`config.mk`:
```
export PLATFORM = sky130hd
export DESIGN_NAME = gbCore
export DESIGN_NICKNAME = d
export VERILOG_FILES = /design/src/source/gbCorePkg.sv /design/src/source/gbCore.sv /design/src/source/gbDecode.sv /design/src/source/gbExecute.sv /design/src/source/gbMicrocodeRom.sv /design/src/source/gbRegisterFile.sv
export SDC_FILE = /design/constraint.sdc
export NUM_CORES = 1
export LEC_CHECK = 0
export BUFFER_PORTS_ARGS = -buffer_cell sky130_fd_sc_hd__buf_4
export CAP_MARGIN = 20
export CORE_AREA = 2 2 146 148
export CTS_CLUSTER_DIAMETER = 200
export CTS_CLUSTER_SIZE = 14
export DETAILED_ROUTE_END_ITERATION = 12
export DIE_AREA = 0 0 148 150
export PLACE_DENSITY = 0.72
export SYNTH_ARGS = -nofsm -noshare
export SYNTH_HDL_FRONTEND = slang
export SYNTH_SLANG_ARGS = --single-unit
```
`constraint.sdc`:
```
create_clock -name iClock -period 11.07 [get_ports iClock]
set_clock_uncertainty 0.15 [all_clocks]
set_input_delay 1.107 -clock iClock [delete_from_list [all_inputs] [get_ports iClock]]
set_output_delay 1.107 -clock iClock [all_outputs]
set_load 0.05 [all_outputs]
```
`src/source/gbCorePkg.sv`:
```
package gbCorePkg;

	// --------------------
	// Sequencer states
	typedef enum logic [1:0]
	{
		afterReset,
		startFlow,
		runFlow,
		endFlow
	} flowState_t;

	// --------------------
	// Micro-operations
	typedef enum logic [4:0]
	{
		nop,
		setAddr,   // Latch the address select and start a read
		loadMem,   // Read data into a register
		memWrite,
		inc16,
		dec16,
		addX16,    // X16 plus the sign extended 8-bit operand
		setPc,
		jumpCb,    // Redirect to the CB flow of the byte just read
		storeX8,
		storeX16,
		loadX8,
		loadX16,
		aluOp,     // AND, XOR or LD r,r' picked from the opcode byte
		bitTest
	} microOp_t;

	// The first eight codes follow the register field of the opcode byte
	typedef enum logic [3:0]
	{
		regB = 4'd0,
		regC = 4'd1,
		regD = 4'd2,
		regE = 4'd3,
		regH = 4'd4,
		regL = 4'd5,
		regHl = 4'd6,
		regA = 4'd7,
		regPc = 4'd8,
		regSp = 4'd9,
		regX8 = 4'd10,
		regX16 = 4'd11,
		regDe = 4'd12,
		regNone = 4'd15
	} regSel_t;

	// Named after the branch they close, so endIfNotZero stops a JR NZ flow once Z is set
	typedef enum logic [1:0]
	{
		endNone,
		endAlways,
		endIfZero,
		endIfNotZero
	} endCond_t;

	localparam int flagZero = 7;
	localparam int flagNeg = 6;
	localparam logic [15:0] resetPc = 16'h0000;
	localparam int microAddrWidth = 8;

	// --------------------
	// Micro-flow entry points
	localparam logic [microAddrWidth-1:0] flowFetch = 8'd0;
	localparam logic [microAddrWidth-1:0] fetchDispatch = 8'd1;  // Opcode byte valid here
	localparam logic [microAddrWidth-1:0] flowNop = 8'd2;
	localparam logic [microAddrWidth-1:0] flowLdB = 8'd3;
	localparam logic [microAddrWidth-1:0] flowLdC = 8'd5;
	localparam logic [microAddrWidth-1:0] flowLdD = 8'd7;
	localparam logic [microAddrWidth-1:0] flowLdE = 8'd9;
	localparam logic [microAddrWidth-1:0] flowLdH = 8'd11;
	localparam logic [microAddrWidth-1:0] flowLdL = 8'd13;
	localparam logic [microAddrWidth-1:0] flowLdA = 8'd15;
	localparam logic [microAddrWidth-1:0] flowAlu = 8'd17;
	localparam logic [microAddrWidth-1:0] flowStHlA = 8'd18;
	localparam logic [microAddrWidth-1:0] flowLdAHl = 8'd20;
	localparam logic [microAddrWidth-1:0] flowIncHl = 8'd22;
	localparam logic [microAddrWidth-1:0] flowDecDe = 8'd23;
	localparam logic [microAddrWidth-1:0] flowJp = 8'd24;
	localparam logic [microAddrWidth-1:0] flowJrNz = 8'd29;
	localparam logic [microAddrWidth-1:0] flowCbPrefix = 8'd34;
	localparam logic [microAddrWidth-1:0] flowBit = 8'd36;

endpackage

```
`src/source/gbCore.sv`:
```
`timescale 1ns/1ps

module gbCore
(
	input  logic iClock,
	input  logic rst,
	input  logic [7:0] readData,
	output logic [15:0] address,
	output logic readRequest,
	output logic writeEnable,
	output logic [7:0] writeData
);
	import gbCorePkg::*;

	microOp_t microOp;
	regSel_t operandSel;
	regSel_t regRead;
	regSel_t writeSel;
	logic incPc;
	logic flowEnable;
	logic [15:0] writeValue;
	logic regWrite;
	logic flagsWrite;
	logic [7:0] flagsValue;
	logic pcLoad;
	logic addrLoad;
	logic [15:0] regValue;
	logic [7:0] x8Value;
	logic [15:0] x16Value;
	logic [7:0] aValue;
	logic [7:0] flags;

	// --------------------
	// Sequencer, opcode comes straight off the read bus
	gbDecode decode0
	(
		.iClock(iClock),
		.rst(rst),
		.opcode(readData),
		.flags(flags),
		.microOp(microOp),
		.operandSel(operandSel),
		.incPc(incPc),
		.flowEnable(flowEnable)
	);

	gbExecute execute0
	(
		.microOp(microOp),
		.operandSel(operandSel),
		.flowEnable(flowEnable),
		.readData(readData),
		.regValue(regValue),
		.x8Value(x8Value),
		.x16Value(x16Value),
		.aValue(aValue),
		.regRead(regRead),
		.writeSel(writeSel),
		.writeValue(writeValue),
		.regWrite(regWrite),
		.flagsWrite(flagsWrite),
		.flagsValue(flagsValue),
		.pcLoad(pcLoad),
		.addrLoad(addrLoad),
		.readRequest(readRequest),
		.writeEnable(writeEnable),
		.writeData(writeData)
	);

	gbRegisterFile registers0
	(
		.iClock(iClock),
		.rst(rst),
		.regRead(regRead),
		.operandSel(operandSel),
		.writeSel(writeSel),
		.writeValue(writeValue),
		.regWrite(regWrite),
		.flagsWrite(flagsWrite),
		.pcLoad(pcLoad),
		.addrLoad(addrLoad),
		.incPc(incPc),
		.flowEnable(flowEnable),
		.flagsValue(flagsValue),
		.regValue(regValue),
		.x8Value(x8Value),
		.x16Value(x16Value),
		.aValue(aValue),
		.flags(flags),
		.address(address)
	);

endmodule

```
`src/source/gbDecode.sv`:
```
`timescale 1ns/1ps

module gbDecode
(
	input  logic iClock,
	input  logic rst,
	input  logic [7:0] opcode,
	input  logic [7:0] flags,
	output gbCorePkg::microOp_t microOp,
	output gbCorePkg::regSel_t operandSel,
	output logic incPc,
	output logic flowEnable
);
	import gbCorePkg::*;

	flowState_t state;
	flowState_t nextState;
	logic [microAddrWidth-1:0] microPc;
	logic [microAddrWidth-1:0] basicFlow;
	logic [microAddrWidth-1:0] cbFlow;
	endCond_t endCond;
	logic endHit;

	gbMicrocodeRom rom0
	(
		.microPc(microPc),
		.opcode(opcode),
		.microOp(microOp),
		.operandSel(operandSel),
		.incPc(incPc),
		.endCond(endCond),
		.basicFlow(basicFlow),
		.cbFlow(cbFlow)
	);

	assign flowEnable = (state == runFlow);

	always_comb
	begin
		case (endCond)
			endAlways: endHit = 1'b1;
			endIfZero: endHit = ~flags[flagZero];
			endIfNotZero: endHit = flags[flagZero];  // JR NZ not taken
			default: endHit = 1'b0;
		endcase
	end

	// --------------------
	// Flow state machine
	always_comb
	begin
		case (state)
			afterReset: nextState = startFlow;
			startFlow: nextState = runFlow;
			runFlow: nextState = endHit ? endFlow : runFlow;
			default: nextState = startFlow;  // endFlow always returns to fetch
		endcase
	end

	always_ff @(posedge iClock)
	begin
		if (rst)
			state <= afterReset;
		else
			state <= nextState;
	end

	// Micro-PC steps through a flow and jumps at the two dispatch points
	always_ff @(posedge iClock)
	begin
		if (rst || state == startFlow)
			microPc <= flowFetch;
		else if (flowEnable)
		begin
			if (microOp == jumpCb)
				microPc <= cbFlow;
			else if (microPc == fetchDispatch)
				microPc <= basicFlow;
			else
				microPc <= microPc + 8'd1;
		end
	end

endmodule

```
`src/source/gbExecute.sv`:
```
`timescale 1ns/1ps

module gbExecute
(
	input  gbCorePkg::microOp_t microOp,
	input  gbCorePkg::regSel_t operandSel,
	input  logic flowEnable,
	input  logic [7:0] readData,
	input  logic [15:0] regValue,
	input  logic [7:0] x8Value,
	input  logic [15:0] x16Value,
	input  logic [7:0] aValue,
	output gbCorePkg::regSel_t regRead,
	output gbCorePkg::regSel_t writeSel,
	output logic [15:0] writeValue,
	output logic regWrite,
	output logic flagsWrite,
	output logic [7:0] flagsValue,
	output logic pcLoad,
	output logic addrLoad,
	output logic readRequest,
	output logic writeEnable,
	output logic [7:0] writeData
);
	import gbCorePkg::*;

	logic regWriteReq;
	logic flagsWriteReq;
	logic pcLoadReq;
	logic addrLoadReq;
	logic readReq;
	logic writeReq;
	logic zeroFlag;
	logic [7:0] aluResult;
	logic [7:0] bitMask;
	regSel_t srcField;
	regSel_t dstField;

	// The opcode byte stays on readData until the next read
	assign srcField = regSel_t'({1'b0, readData[2:0]});
	assign dstField = regSel_t'({1'b0, readData[5:3]});
	assign bitMask = 8'h01 << readData[5:3];
	assign aluResult = readData[3] ? (aValue ^ regValue[7:0]) : (aValue & regValue[7:0]);

	// --------------------
	// Operand select
	always_comb
	begin
		if (microOp == aluOp || microOp == bitTest)
			regRead = srcField;
		else
			regRead = operandSel;
	end

	// --------------------
	// Result and strobes
	always_comb
	begin
		writeSel = operandSel;
		writeValue = 16'h0000;
		regWriteReq = 1'b0;
		flagsWriteReq = 1'b0;
		pcLoadReq = 1'b0;
		addrLoadReq = 1'b0;
		readReq = 1'b0;
		writeReq = 1'b0;
		zeroFlag = 1'b0;
		case (microOp)
			setAddr:
			begin
				addrLoadReq = 1'b1;
				readReq = 1'b1;
			end
			loadMem:
			begin
				regWriteReq = 1'b1;
				// X16 takes its low byte from X8, which holds the earlier byte
				if (operandSel == regX16)
					writeValue = {readData, x8Value};
				else
					writeValue = {8'h00, readData};
			end
			memWrite: writeReq = 1'b1;
			inc16:
			begin
				writeValue = regValue + 16'd1;
				regWriteReq = 1'b1;
			end
			dec16:
			begin
				writeValue = regValue - 16'd1;
				regWriteReq = 1'b1;
			end
			addX16:
			begin
				writeSel = regX16;
				writeValue = x16Value + {{8{regValue[7]}}, regValue[7:0]};  // Signed offset
				regWriteReq = 1'b1;
			end
			setPc:
			begin
				writeValue = regValue;
				pcLoadReq = 1'b1;
			end
			storeX8:
			begin
				writeSel = regX8;
				writeValue = {8'h00, regValue[7:0]};
				regWriteReq = 1'b1;
			end
			storeX16:
			begin
				writeSel = regX16;
				writeValue = regValue;
				regWriteReq = 1'b1;
			end
			loadX8:
			begin
				writeValue = {8'h00, x8Value};
				regWriteReq = 1'b1;
			end
			loadX16:
			begin
				writeValue = x16Value;
				regWriteReq = 1'b1;
			end
			aluOp:
			begin
				regWriteReq = 1'b1;
				if (readData[7:6] == 2'b01)
				begin
					writeSel = dstField;  // LD r,r' leaves the flags alone
					writeValue = {8'h00, regValue[7:0]};
				end
				else
				begin
					writeSel = regA;
					writeValue = {8'h00, aluResult};
					flagsWriteReq = 1'b1;
					zeroFlag = (aluResult == 8'h00);
				end
			end
			bitTest:
			begin
				flagsWriteReq = 1'b1;
				zeroFlag = ((regValue[7:0] & bitMask) == 8'h00);
			end
			default:
			begin
				writeSel = operandSel;  // nop and jumpCb have no datapath effect
			end
		endcase
	end

	always_comb
	begin
		flagsValue = 8'h00;
		flagsValue[flagZero] = zeroFlag;
		flagsValue[flagNeg] = 1'b0;  // Only logic ops touch the flags
	end

	assign regWrite = regWriteReq & flowEnable;
	assign flagsWrite = flagsWriteReq & flowEnable;
	assign pcLoad = pcLoadReq & flowEnable;
	assign addrLoad = addrLoadReq & flowEnable;
	assign readRequest = readReq & flowEnable;
	assign writeEnable = writeReq & flowEnable;
	assign writeData = regValue[7:0];

endmodule

```
`src/source/gbMicrocodeRom.sv`:
```
`timescale 1ns/1ps

module gbMicrocodeRom
(
	input  logic [gbCorePkg::microAddrWidth-1:0] microPc,
	input  logic [7:0] opcode,
	output gbCorePkg::microOp_t microOp,
	output gbCorePkg::regSel_t operandSel,
	output logic incPc,
	output gbCorePkg::endCond_t endCond,
	output logic [gbCorePkg::microAddrWidth-1:0] basicFlow,
	output logic [gbCorePkg::microAddrWidth-1:0] cbFlow
);
	import gbCorePkg::*;

	logic [11:0] romWord;  // {microOp, operandSel, incPc, endCond}

	assign microOp = microOp_t'(romWord[11:7]);
	assign operandSel = regSel_t'(romWord[6:3]);
	assign incPc = romWord[2];
	assign endCond = endCond_t'(romWord[1:0]);

	// --------------------
	// Micro-flows
	always_comb
	begin
		case (microPc)
			8'd0: romWord = {setAddr, regPc, 1'b1, endNone};   // Fetch
			8'd1: romWord = {nop, regNone, 1'b0, endNone};     // Dispatch on the opcode
			8'd2: romWord = {nop, regNone, 1'b0, endAlways};
			8'd3: romWord = {setAddr, regPc, 1'b1, endNone};
			8'd4: romWord = {loadMem, regB, 1'b0, endAlways};
			8'd5: romWord = {setAddr, regPc, 1'b1, endNone};
			8'd6: romWord = {loadMem, regC, 1'b0, endAlways};
			8'd7: romWord = {setAddr, regPc, 1'b1, endNone};
			8'd8: romWord = {loadMem, regD, 1'b0, endAlways};
			8'd9: romWord = {setAddr, regPc, 1'b1, endNone};
			8'd10: romWord = {loadMem, regE, 1'b0, endAlways};
			8'd11: romWord = {setAddr, regPc, 1'b1, endNone};
			8'd12: romWord = {loadMem, regH, 1'b0, endAlways};
			8'd13: romWord = {setAddr, regPc, 1'b1, endNone};
			8'd14: romWord = {loadMem, regL, 1'b0, endAlways};
			8'd15: romWord = {setAddr, regPc, 1'b1, endNone};
			8'd16: romWord = {loadMem, regA, 1'b0, endAlways};
			8'd17: romWord = {aluOp, regNone, 1'b0, endAlways};
			8'd18: romWord = {setAddr, regHl, 1'b0, endNone};
			8'd19: romWord = {memWrite, regA, 1'b0, endAlways};
			8'd20: romWord = {setAddr, regHl, 1'b0, endNone};
			8'd21: romWord = {loadMem, regA, 1'b0, endAlways};
			8'd22: romWord = {inc16, regHl, 1'b0, endAlways};
			8'd23: romWord = {dec16, regDe, 1'b0, endAlways};
			// JP a16 builds the target in X16, low byte first through X8
			8'd24: romWord = {setAddr, regPc, 1'b1, endNone};
			8'd25: romWord = {loadMem, regX8, 1'b0, endNone};
			8'd26: romWord = {setAddr, regPc, 1'b1, endNone};
			8'd27: romWord = {loadMem, regX16, 1'b0, endNone};
			8'd28: romWord = {setPc, regX16, 1'b0, endAlways};
			// JR NZ stops after the offset read when Z is set
			8'd29: romWord = {setAddr, regPc, 1'b1, endNone};
			8'd30: romWord = {loadMem, regX8, 1'b0, endIfNotZero};
			8'd31: romWord = {storeX16, regPc, 1'b0, endNone};
			8'd32: romWord = {addX16, regX8, 1'b0, endNone};
			8'd33: romWord = {setPc, regX16, 1'b0, endAlways};
			8'd34: romWord = {setAddr, regPc, 1'b1, endNone};  // Second opcode byte
			8'd35: romWord = {jumpCb, regNone, 1'b0, endNone};
			8'd36: romWord = {bitTest, regNone, 1'b0, endAlways};
			default: romWord = {nop, regNone, 1'b0, endAlways};
		endcase
	end

	// --------------------
	// Opcode lookup tables
	always_comb
	begin
		case (opcode)
			8'h06: basicFlow = flowLdB;
			8'h0E: basicFlow = flowLdC;
			8'h16: basicFlow = flowLdD;
			8'h1E: basicFlow = flowLdE;
			8'h26: basicFlow = flowLdH;
			8'h2E: basicFlow = flowLdL;
			8'h3E: basicFlow = flowLdA;
			8'h1B: basicFlow = flowDecDe;
			8'h20: basicFlow = flowJrNz;
			8'h23: basicFlow = flowIncHl;
			8'h77: basicFlow = flowStHlA;
			8'h7E: basicFlow = flowLdAHl;
			8'hC3: basicFlow = flowJp;
			8'hCB: basicFlow = flowCbPrefix;
			default:
			begin
				// Register moves, AND r and XOR r, but none of the (HL) forms
				if (opcode[7:6] == 2'b01 && opcode[5:3] != 3'd6 && opcode[2:0] != 3'd6)
					basicFlow = flowAlu;
				else if (opcode[7:4] == 4'hA && opcode[2:0] != 3'd6)
					basicFlow = flowAlu;
				else
					basicFlow = flowNop;
			end
		endcase
	end

	assign cbFlow = (opcode[7:6] == 2'b01 && opcode[2:0] != 3'd6) ? flowBit : flowNop;

endmodule

```
`src/source/gbRegisterFile.sv`:
```
`timescale 1ns/1ps

module gbRegisterFile
(
	input  logic iClock,
	input  logic rst,
	input  gbCorePkg::regSel_t regRead,
	input  gbCorePkg::regSel_t operandSel,
	input  gbCorePkg::regSel_t writeSel,
	input  logic [15:0] writeValue,
	input  logic regWrite,
	input  logic flagsWrite,
	input  logic pcLoad,
	input  logic addrLoad,
	input  logic incPc,
	input  logic flowEnable,
	input  logic [7:0] flagsValue,
	output logic [15:0] regValue,
	output logic [7:0] x8Value,
	output logic [15:0] x16Value,
	output logic [7:0] aValue,
	output logic [7:0] flags,
	output logic [15:0] address
);
	import gbCorePkg::*;

	logic [7:0] bReg;
	logic [7:0] cReg;
	logic [7:0] dReg;
	logic [7:0] eReg;
	logic [7:0] hReg;
	logic [7:0] lReg;
	logic [7:0] aReg;
	logic [15:0] spReg;
	logic [7:0] x8Reg;
	logic [15:0] x16Reg;
	logic [7:0] flagsReg;
	logic [15:0] pcReg;
	regSel_t addrSel;
	regSel_t busSel;

	function automatic logic [15:0] readReg(input regSel_t sel);
		logic [15:0] value;
		case (sel)
			regB: value = {8'h00, bReg};
			regC: value = {8'h00, cReg};
			regD: value = {8'h00, dReg};
			regE: value = {8'h00, eReg};
			regH: value = {8'h00, hReg};
			regL: value = {8'h00, lReg};
			regHl: value = {hReg, lReg};
			regA: value = {8'h00, aReg};
			regPc: value = pcReg;
			regSp: value = spReg;
			regX8: value = {8'h00, x8Reg};
			regX16: value = x16Reg;
			regDe: value = {dReg, eReg};
			default: value = 16'h0000;
		endcase
		return value;
	endfunction

	// --------------------
	// Register writes
	always_ff @(posedge iClock)
	begin
		if (rst)
		begin
			bReg <= 8'h00;
			cReg <= 8'h00;
			dReg <= 8'h00;
			eReg <= 8'h00;
			hReg <= 8'h00;
			lReg <= 8'h00;
			aReg <= 8'h00;
			spReg <= 16'h0000;
			x8Reg <= 8'h00;
			x16Reg <= 16'h0000;
		end
		else if (regWrite)
		begin
			case (writeSel)
				regB: bReg <= writeValue[7:0];
				regC: cReg <= writeValue[7:0];
				regD: dReg <= writeValue[7:0];
				regE: eReg <= writeValue[7:0];
				regH: hReg <= writeValue[7:0];
				regL: lReg <= writeValue[7:0];
				regA: aReg <= writeValue[7:0];
				regHl: {hReg, lReg} <= writeValue;  // Pairs split high/low
				regDe: {dReg, eReg} <= writeValue;
				regSp: spReg <= writeValue;
				regX8: x8Reg <= writeValue[7:0];
				regX16: x16Reg <= writeValue;
				default: x8Reg <= x8Reg;
			endcase
		end
	end

	always_ff @(posedge iClock)
	begin
		if (rst)
			flagsReg <= 8'h00;
		else if (flagsWrite)
			flagsReg <= flagsValue;
	end

	// A jump load wins over the fetch increment
	always_ff @(posedge iClock)
	begin
		if (rst)
			pcReg <= resetPc;
		else if (pcLoad)
			pcReg <= writeValue;
		else if (incPc && flowEnable)
			pcReg <= pcReg + 16'd1;
	end

	always_ff @(posedge iClock)
	begin
		if (rst)
			addrSel <= regPc;
		else if (addrLoad)
			addrSel <= operandSel;
	end

	// The new select shows on the bus in the cycle it is latched
	assign busSel = addrLoad ? operandSel : addrSel;
	assign address = readReg(busSel);

	assign regValue = readReg(regRead);
	assign x8Value = x8Reg;
	assign x16Value = x16Reg;
	assign aValue = aReg;
	assign flags = flagsReg;

endmodule

```
==> impl_metrics.json, run 1 <==
{
  "drc": 0,
  "clock-root-buffer": "clkbuf_16",
  "worst_slew_pin_slew_ns": 1.18,
  "path_clk_slew_ns": 0.07,
  "cts_made_buffers": 17,
  "setup_viol": 0,
  "place_congestion": 1.03,
  "period_share_pct": 56.0,
  "slowest_stage": "o21ai_2",
  "insertedDiodeCount": 0,
  "end_kind": "flip-flop",
  "syn2layout_area_growth_pct": 9.45,
  "clock_latency_ns": 0.43,
  "cts.path.max_buffers": 2,
  "dp_hpwl_um": 34500,
  "power_density_nw_per_um2": 152,
  "fin_crit_ns": 6.20,
  "fin_ws_ns": 4.87,
  "grt_pass1_wl_um": 69900,
  "grt_max_degree": 86,
  "first_iter_violations": 2145,
  "start_util_pct": 54.2,
  "io_pins": 36,
  "die_area_um2": 22200,
  "placed_cells": 1701,
  "cts_resized": 0,
  "layout.cells.non_filler": 1733,
  "synthesis.area_um2": 11200,
  "finalHoldViolCount": 0,
  "yosys_warnings": 0,
  "p_leak_nw": 4.56,
  "wl_per_cell_um": 26.7,
  "std_cell_rows": 53,
  "maxSlewHeadroom_pct": 20.8,
  "hold_slack_ns": 0.349,
  "ant_nets": 0,
  "die_height_um": 150,
  "startpoint_type": "flip-flop",
  "pre_cts_ws_ns": 5.06,
  "htreeDepth": 4,
  "whs_path_depth": 2,
  "tritoncts": "yes",
  "yosysSeqAreaShare_pct": 24.6,
  "core_area_um2": 20700,
  "syn_avg_cell_area_um2": 7.72,
  "fmax_mhz": 161,
  "ys_ff_latch": 138,
  "post-route-util_pct": 59.4,
  "num_vias": 12400,
  "grt_antenna_before_repair": 1,
  "cts_setup_buffers": 0,
  "outcome": "finished, final reports clean",
  "synthArstFlopShare_pct": 0,
  "die_w_um": 148,
  "crit_top_cell": "a21oi_1",
  "cts.sinks": 138,
  "drtPass1Iterations": 12,
  "grt_use_total_pct": 41.4,
  "crit_type": "flip-flop to flip-flop",
  "wl_um": 46300,
  "grt_setup_unrepaired": "false",
  "first_global_vias": 11400,
  "vdd_drop_max_mv": 0.151,
  "portBuffers": 35,
  "min_path_type": "flip-flop to flip-flop",
  "synthDistinctLibCells": 99,
  "rr_worst_depth": 16,
  "ctsHoldBuffers": 0,
  "synth-edff-count": 0,
  "critical_path.max_stage_delay_ns": 0.68,
  "drv_cap": 0,
  "drive_gt1_share_pct": 10.6,
  "syn_nets": 1520,
  "synth_ff_type": "dfxtp_1",
  "layout.nets": 1511,
  "path_max_fanout": 16,
  "crit_chain": "nand4bb_1, o21ai_2, a211oi_2, a2111oi_4, nand3_1, ha_1, fa_1, a21o_1, a21oi_1, o21ai_0, a311o_1, a21oi_1, mux2i_1, o221ai_1, a221oi_1, nor2_1",
  "synthCells": 1454,
  "finalMaxSlewViolations": 0,
  "cp.arrival_ns": 6.34,
  "required_ns": 11.22,
  "overflow": 0,
  "finalSetupTns_ns": 0,
  "avgViaCountPerCell": 7.18
}
## synthesized netlist by cell type (23+ instances only)
library cell	count	area, um2
nor2_1	205	769
o21ai_0	57	285
a222oi_1	60	601
a21oi_1	87	435
a22oi_1	26	195
clkbuf_1	55	206
nand2_1	118	443
buf_2	23	115
and3_1	32	200
ha_1	54	676
nand3_1	47	235
inv_1	31	116
a211oi_1	95	713
mux2i_1	32	320
dfxtp_1	138	2760
## sequential cells by signal, summed over array words and instances (netlist names), named ones only
signal and flops:
decode0.microPc 8, registers0.addrSel 4, registers0.hReg 8, registers0.eReg 8
registers0.pcReg 16, registers0.x16Value 16, decode0.state 2, registers0.x8Value 8
registers0.cReg 8, registers0.spReg 16, registers0.dReg 8, registers0.bReg 8
registers0.aValue 8, registers0.flags 1, registers0.lReg 8
## path summary, 6_finish.rpt
path,from,end,slack (ns)
worst min register to register,registers0.addrSel[2],registers0.addrSel[2],0.35
worst min-delay path,registers0.addrSel[2],registers0.addrSel[2],0.35
worst max register to register,flip-flop,registers0.pcReg[12],4.87
worst max-delay path,flip-flop,registers0.pcReg[12],4.87
## logic make-up (layout without fill, tap and decap cells)
logic type / count (synthesis) / in the layout / share of synthesized area, %
muxes: 43 / 43 / 4.06
AOI/OAI and AO/OA: 504 / 504 / 33.2
DFF: 138 / 138 / 24.6
buffers and inverters: 121 / 125 / 4.48
and+or+nand+nor: 564 / 564 / 25.0
adders and majority gates: 56 / 56 / 6.38
xor gates and xnor gates: 28 / 28 / 2.25
## report_power, final
group	switching (mW)	total, mW	internal [mW]
clock network	0.265	0.588	0.323
logic	0.501	0.715	0.214
registers	0.0397	0.562	0.522
## worst max-delay path, delay by kind of cell (launching register included)
kind | cells | cell delay, ns
compound gates | 10 | 3.18
simple gates | 3 | 1.04
fa+ha+maj | 2 | 0.79
flops | 1 | 0.66
mux | 1 | 0.22
## through the flow
step,cell area (um2),power [mW]
6_report,12300,1.86
5_1_grt,12300,1.94
2_1_floorplan,11200,1.05
3_5_place_dp,11700,1.26
4_1_cts,12300,1.84
3_3_place_gp,11700,1.26
## layout make-up
type | count | area [um2]
Tap cell | 275 | 344
Fill cell | 1978 | 8410
Multi-Input combinational cell | 1195 | 8010
Clock buffer | 17 | 425
Timing Repair Buffer | 60 | 450
Clock inverter | 15 | 171
Inverter | 33 | 124
Sequential cell | 138 | 2760
## per-layer routing
metal  vias to the layer above  share of wire (%)  GRT usage [%]
met5                         -              0.030              0
li1                       5626                  -              -
met4                         2                6.8           22.6
met3                       206                 12           7.90
met2                       832                 43           64.6
met1                      5770                 39           54.0
## placed cells by master, fill, tap and decap left out, types with 11 or more instances in the layout
master,instances
xor2_1,15
a22oi_1,26
a21oi_1,87
nor4_1,17
or3_1,12
a21o_1,11
mux2i_1,32
a31oi_1,14
nand2b_1,16
clkbuf_16,17
nand3_1,47
xnor2_1,12
o211ai_1,12
a222oi_1,60
a211oi_1,94
and3_1,32
ha_1,54
nor3_1,18
o21ai_0,57
nand2_1,118
o21bai_1,11
inv_1,31
dfxtp_1,138
nor2_1,203
nor2b_1,19
buf_4,60
Power figures use the tool's default switching activity.
==> run 2, diff against run 1 <==
- PLACE_DENSITY: 0.72 -> 0.75
- clock period: 11.07 -> 5.31 ns (I/O delays scaled with it)
==> run 2 against run 1 <==
Net effect:
- count of clock-buffer cells in the layout stayed put
- first-iteration DRC count is 14% lower
- non-clock buffer count is 67 higher
- total power increased by 120%
- sequential power is 110% higher
- final cell count up 3.9%
- critical path depth down 3
- largest cell class unchanged
==> impl_metrics.json, run 2 (synthesis gave the netlist of run 1 again) <==
{
  "die_area_um2": 22200,
  "grt_antenna_before_repair": 1,
  "dp_hpwl_um": 36500,
  "std_cell_rows": 53,
  "grt_use_total_pct": 42.3,
  "fmax_mhz": 194,
  "setup_viol": 0,
  "rr_endpoint": "registers0.dReg[7]",
  "timing.critical_path.buf_inv": 1,
  "tritoncts": "yes",
  "grt_setup_unrepaired": "false",
  "endpoint": "registers0.dReg[7]",
  "place_congestion": 1.09,
  "worst_slew_pin_slew_ns": 1.00,
  "core_area_um2": 20700,
  "vdd_drop_max_mv": 0.247,
  "first_iter_violations": 1855,
  "period_share_pct": 96.9,
  "crit_top_cell": "a21oi_1",
  "crit_chain": "buf_4, or4b_1, nor3_1, a222oi_1, nand3_1, ha_1, a21oi_1, o21bai_1, a21oi_1, nor2_1, a211o_1, o31ai_1, o211ai_1",
  "required_ns": 5.45,
  "drtPass1Iterations": 12,
  "die_height_um": 150,
  "end_kind": "flip-flop",
  "startpoint_type": "flip-flop",
  "grt_max_degree": 73,
  "worstReg2RegStart": "decode0.microPc[7]",
  "cp_top_family": "compound AO/OA/AOI/OAI gates",
  "ant_nets": 0,
  "finalHoldViolCount": 0,
  "cp.arrival_ns": 5.29,
  "critical_path.max_stage_delay_ns": 0.85,
  "portBuffers": 35,
  "wl_per_cell_um": 26.4,
  "ctsHoldBuffers": 0,
  "finalMaxSlewViolations": 0,
  "wl_um": 47500,
  "slowest_stage": "nor3_1",
  "placed_cell_area_um2": 12200,
  "hold_slack_ns": 0.210,
  "outcome": "finished, final reports clean",
  "final_cell_mix": "nor2_1, dfxtp_1, buf_4",
  "final_common_cell": "nor2_1",
  "htreeDepth": 4,
  "nFillCells": 1893,
  "maxSlewHeadroom_pct": 32.9,
  "drv_cap": 0,
  "path_clk_slew_ns": 0.07,
  "startpoint": "decode0.microPc[7]",
  "power_density_nw_per_um2": 315,
  "overflow": 0,
  "grt_pass1_wl_um": 71000,
  "p_leak_nw": 4.91,
  "io_pins": 36,
  "rr_worst_depth": 13,
  "cts.path.max_buffers": 2,
  "avgViaCountPerCell": 7.06,
  "first_global_vias": 11600,
  "rrSetupSlack_ns": 0.16,
  "drc": 0,
  "die_w_um": 148,
  "start_util_pct": 54.2,
  "fin_crit_ns": 5.15,
  "finalInstanceArea_um2": 12800,
  "cts_made_buffers": 17,
  "min_path_type": "input pin to flip-flop",
  "cp.depth": 13,
  "path_max_fanout": 13,
  "cts.sinks": 138,
  "syn2layout_area_growth_pct": 14.5,
  "finalSetupTns_ns": 0,
  "num_vias": 12700,
  "clock_latency_ns": 0.44,
  "crit_type": "flip-flop to flip-flop",
  "drive_gt1_share_pct": 14.9,
  "clock-root-buffer": "clkbuf_16",
  "layout.nets": 1578
}
run 2: changes by cell type in the layout (fill, tap and decap cells not counted), moves of 2 or more:
| cell | delta |
|---|---|
| a21oi_2 | +2 |
| a21oi_1 | -2 |
| clkinv_4 | -3 |
| nor2_2 | -2 |
| nor2_4 | +2 |
| buf_4 | +66 |
run 2: cell type report:
class                   instances  area, um2  area share [%]
repair buffers                127        957            7.45
flip-flops and latches        138       2760            21.5
multi-input cells            1195       8040            62.6
diodes                          1       2.50          0.0195
clock buffers                  17        425            3.31
inverters                      33        124           0.964
well taps                     275        344            2.68
clock inverters                15        194            1.51
run 2: per-stage QoR:
stage | util [%] | total power, mW | instances | setup WS, ns
2_1_floorplan | - | 2.19 | 1454 | 0.245
3_3_place_gp | 58.9 | 2.73 | 1767 | 0.363
3_5_place_dp | 58.9 | 2.73 | 1767 | 0.259
4_1_cts | 61.9 | 3.99 | 1799 | 0.185
5_1_grt | 62.1 | 4.19 | 1800 | 0.00899
6_report | 62.1 | 4.05 | 1801 | 0.165
run 2: routing by layer:
layer	vias up	routed length, um	track usage (%)
met1	5951	19400	58.9
met2	900	19300	60.2
met5	-	0	0
met4	0	2080	17.6
met3	121	6790	13.4
li1	5749	-	-
run 2: how the worst min path moves through the flow:
stage	startpoint	to	slack [ns]	cells past startpoint
final	rst	decode0.state[1]	0.21	2
after global routing	rst	decode0.state[1]	0.22	2
after CTS	rst	decode0.state[1]	0.20	2
after detailed placement	registers0.addrSel[2]	registers0.addrSel[2]	0.35	2
after global placement	registers0.addrSel[2]	registers0.addrSel[2]	0.33	2
after floorplan	registers0.hReg[4]	registers0.hReg[4]	0.32	2
run 2: repair_timing:
action / in CTS / in global routing
setup buffers: 0 / 0
hold endpoints to repair: 0 / 0
setup endpoints to repair: 0 / 15
resized for setup: 0 / 7
run 2: where the power goes:
| group | total [mW] | switching [mW] | internal, mW |
|---|---|---|---|
| combinational | 1.62 | 1.09 | 0.533 |
| sequential | 1.16 | 0.0733 | 1.09 |
| clock | 1.26 | 0.543 | 0.720 |
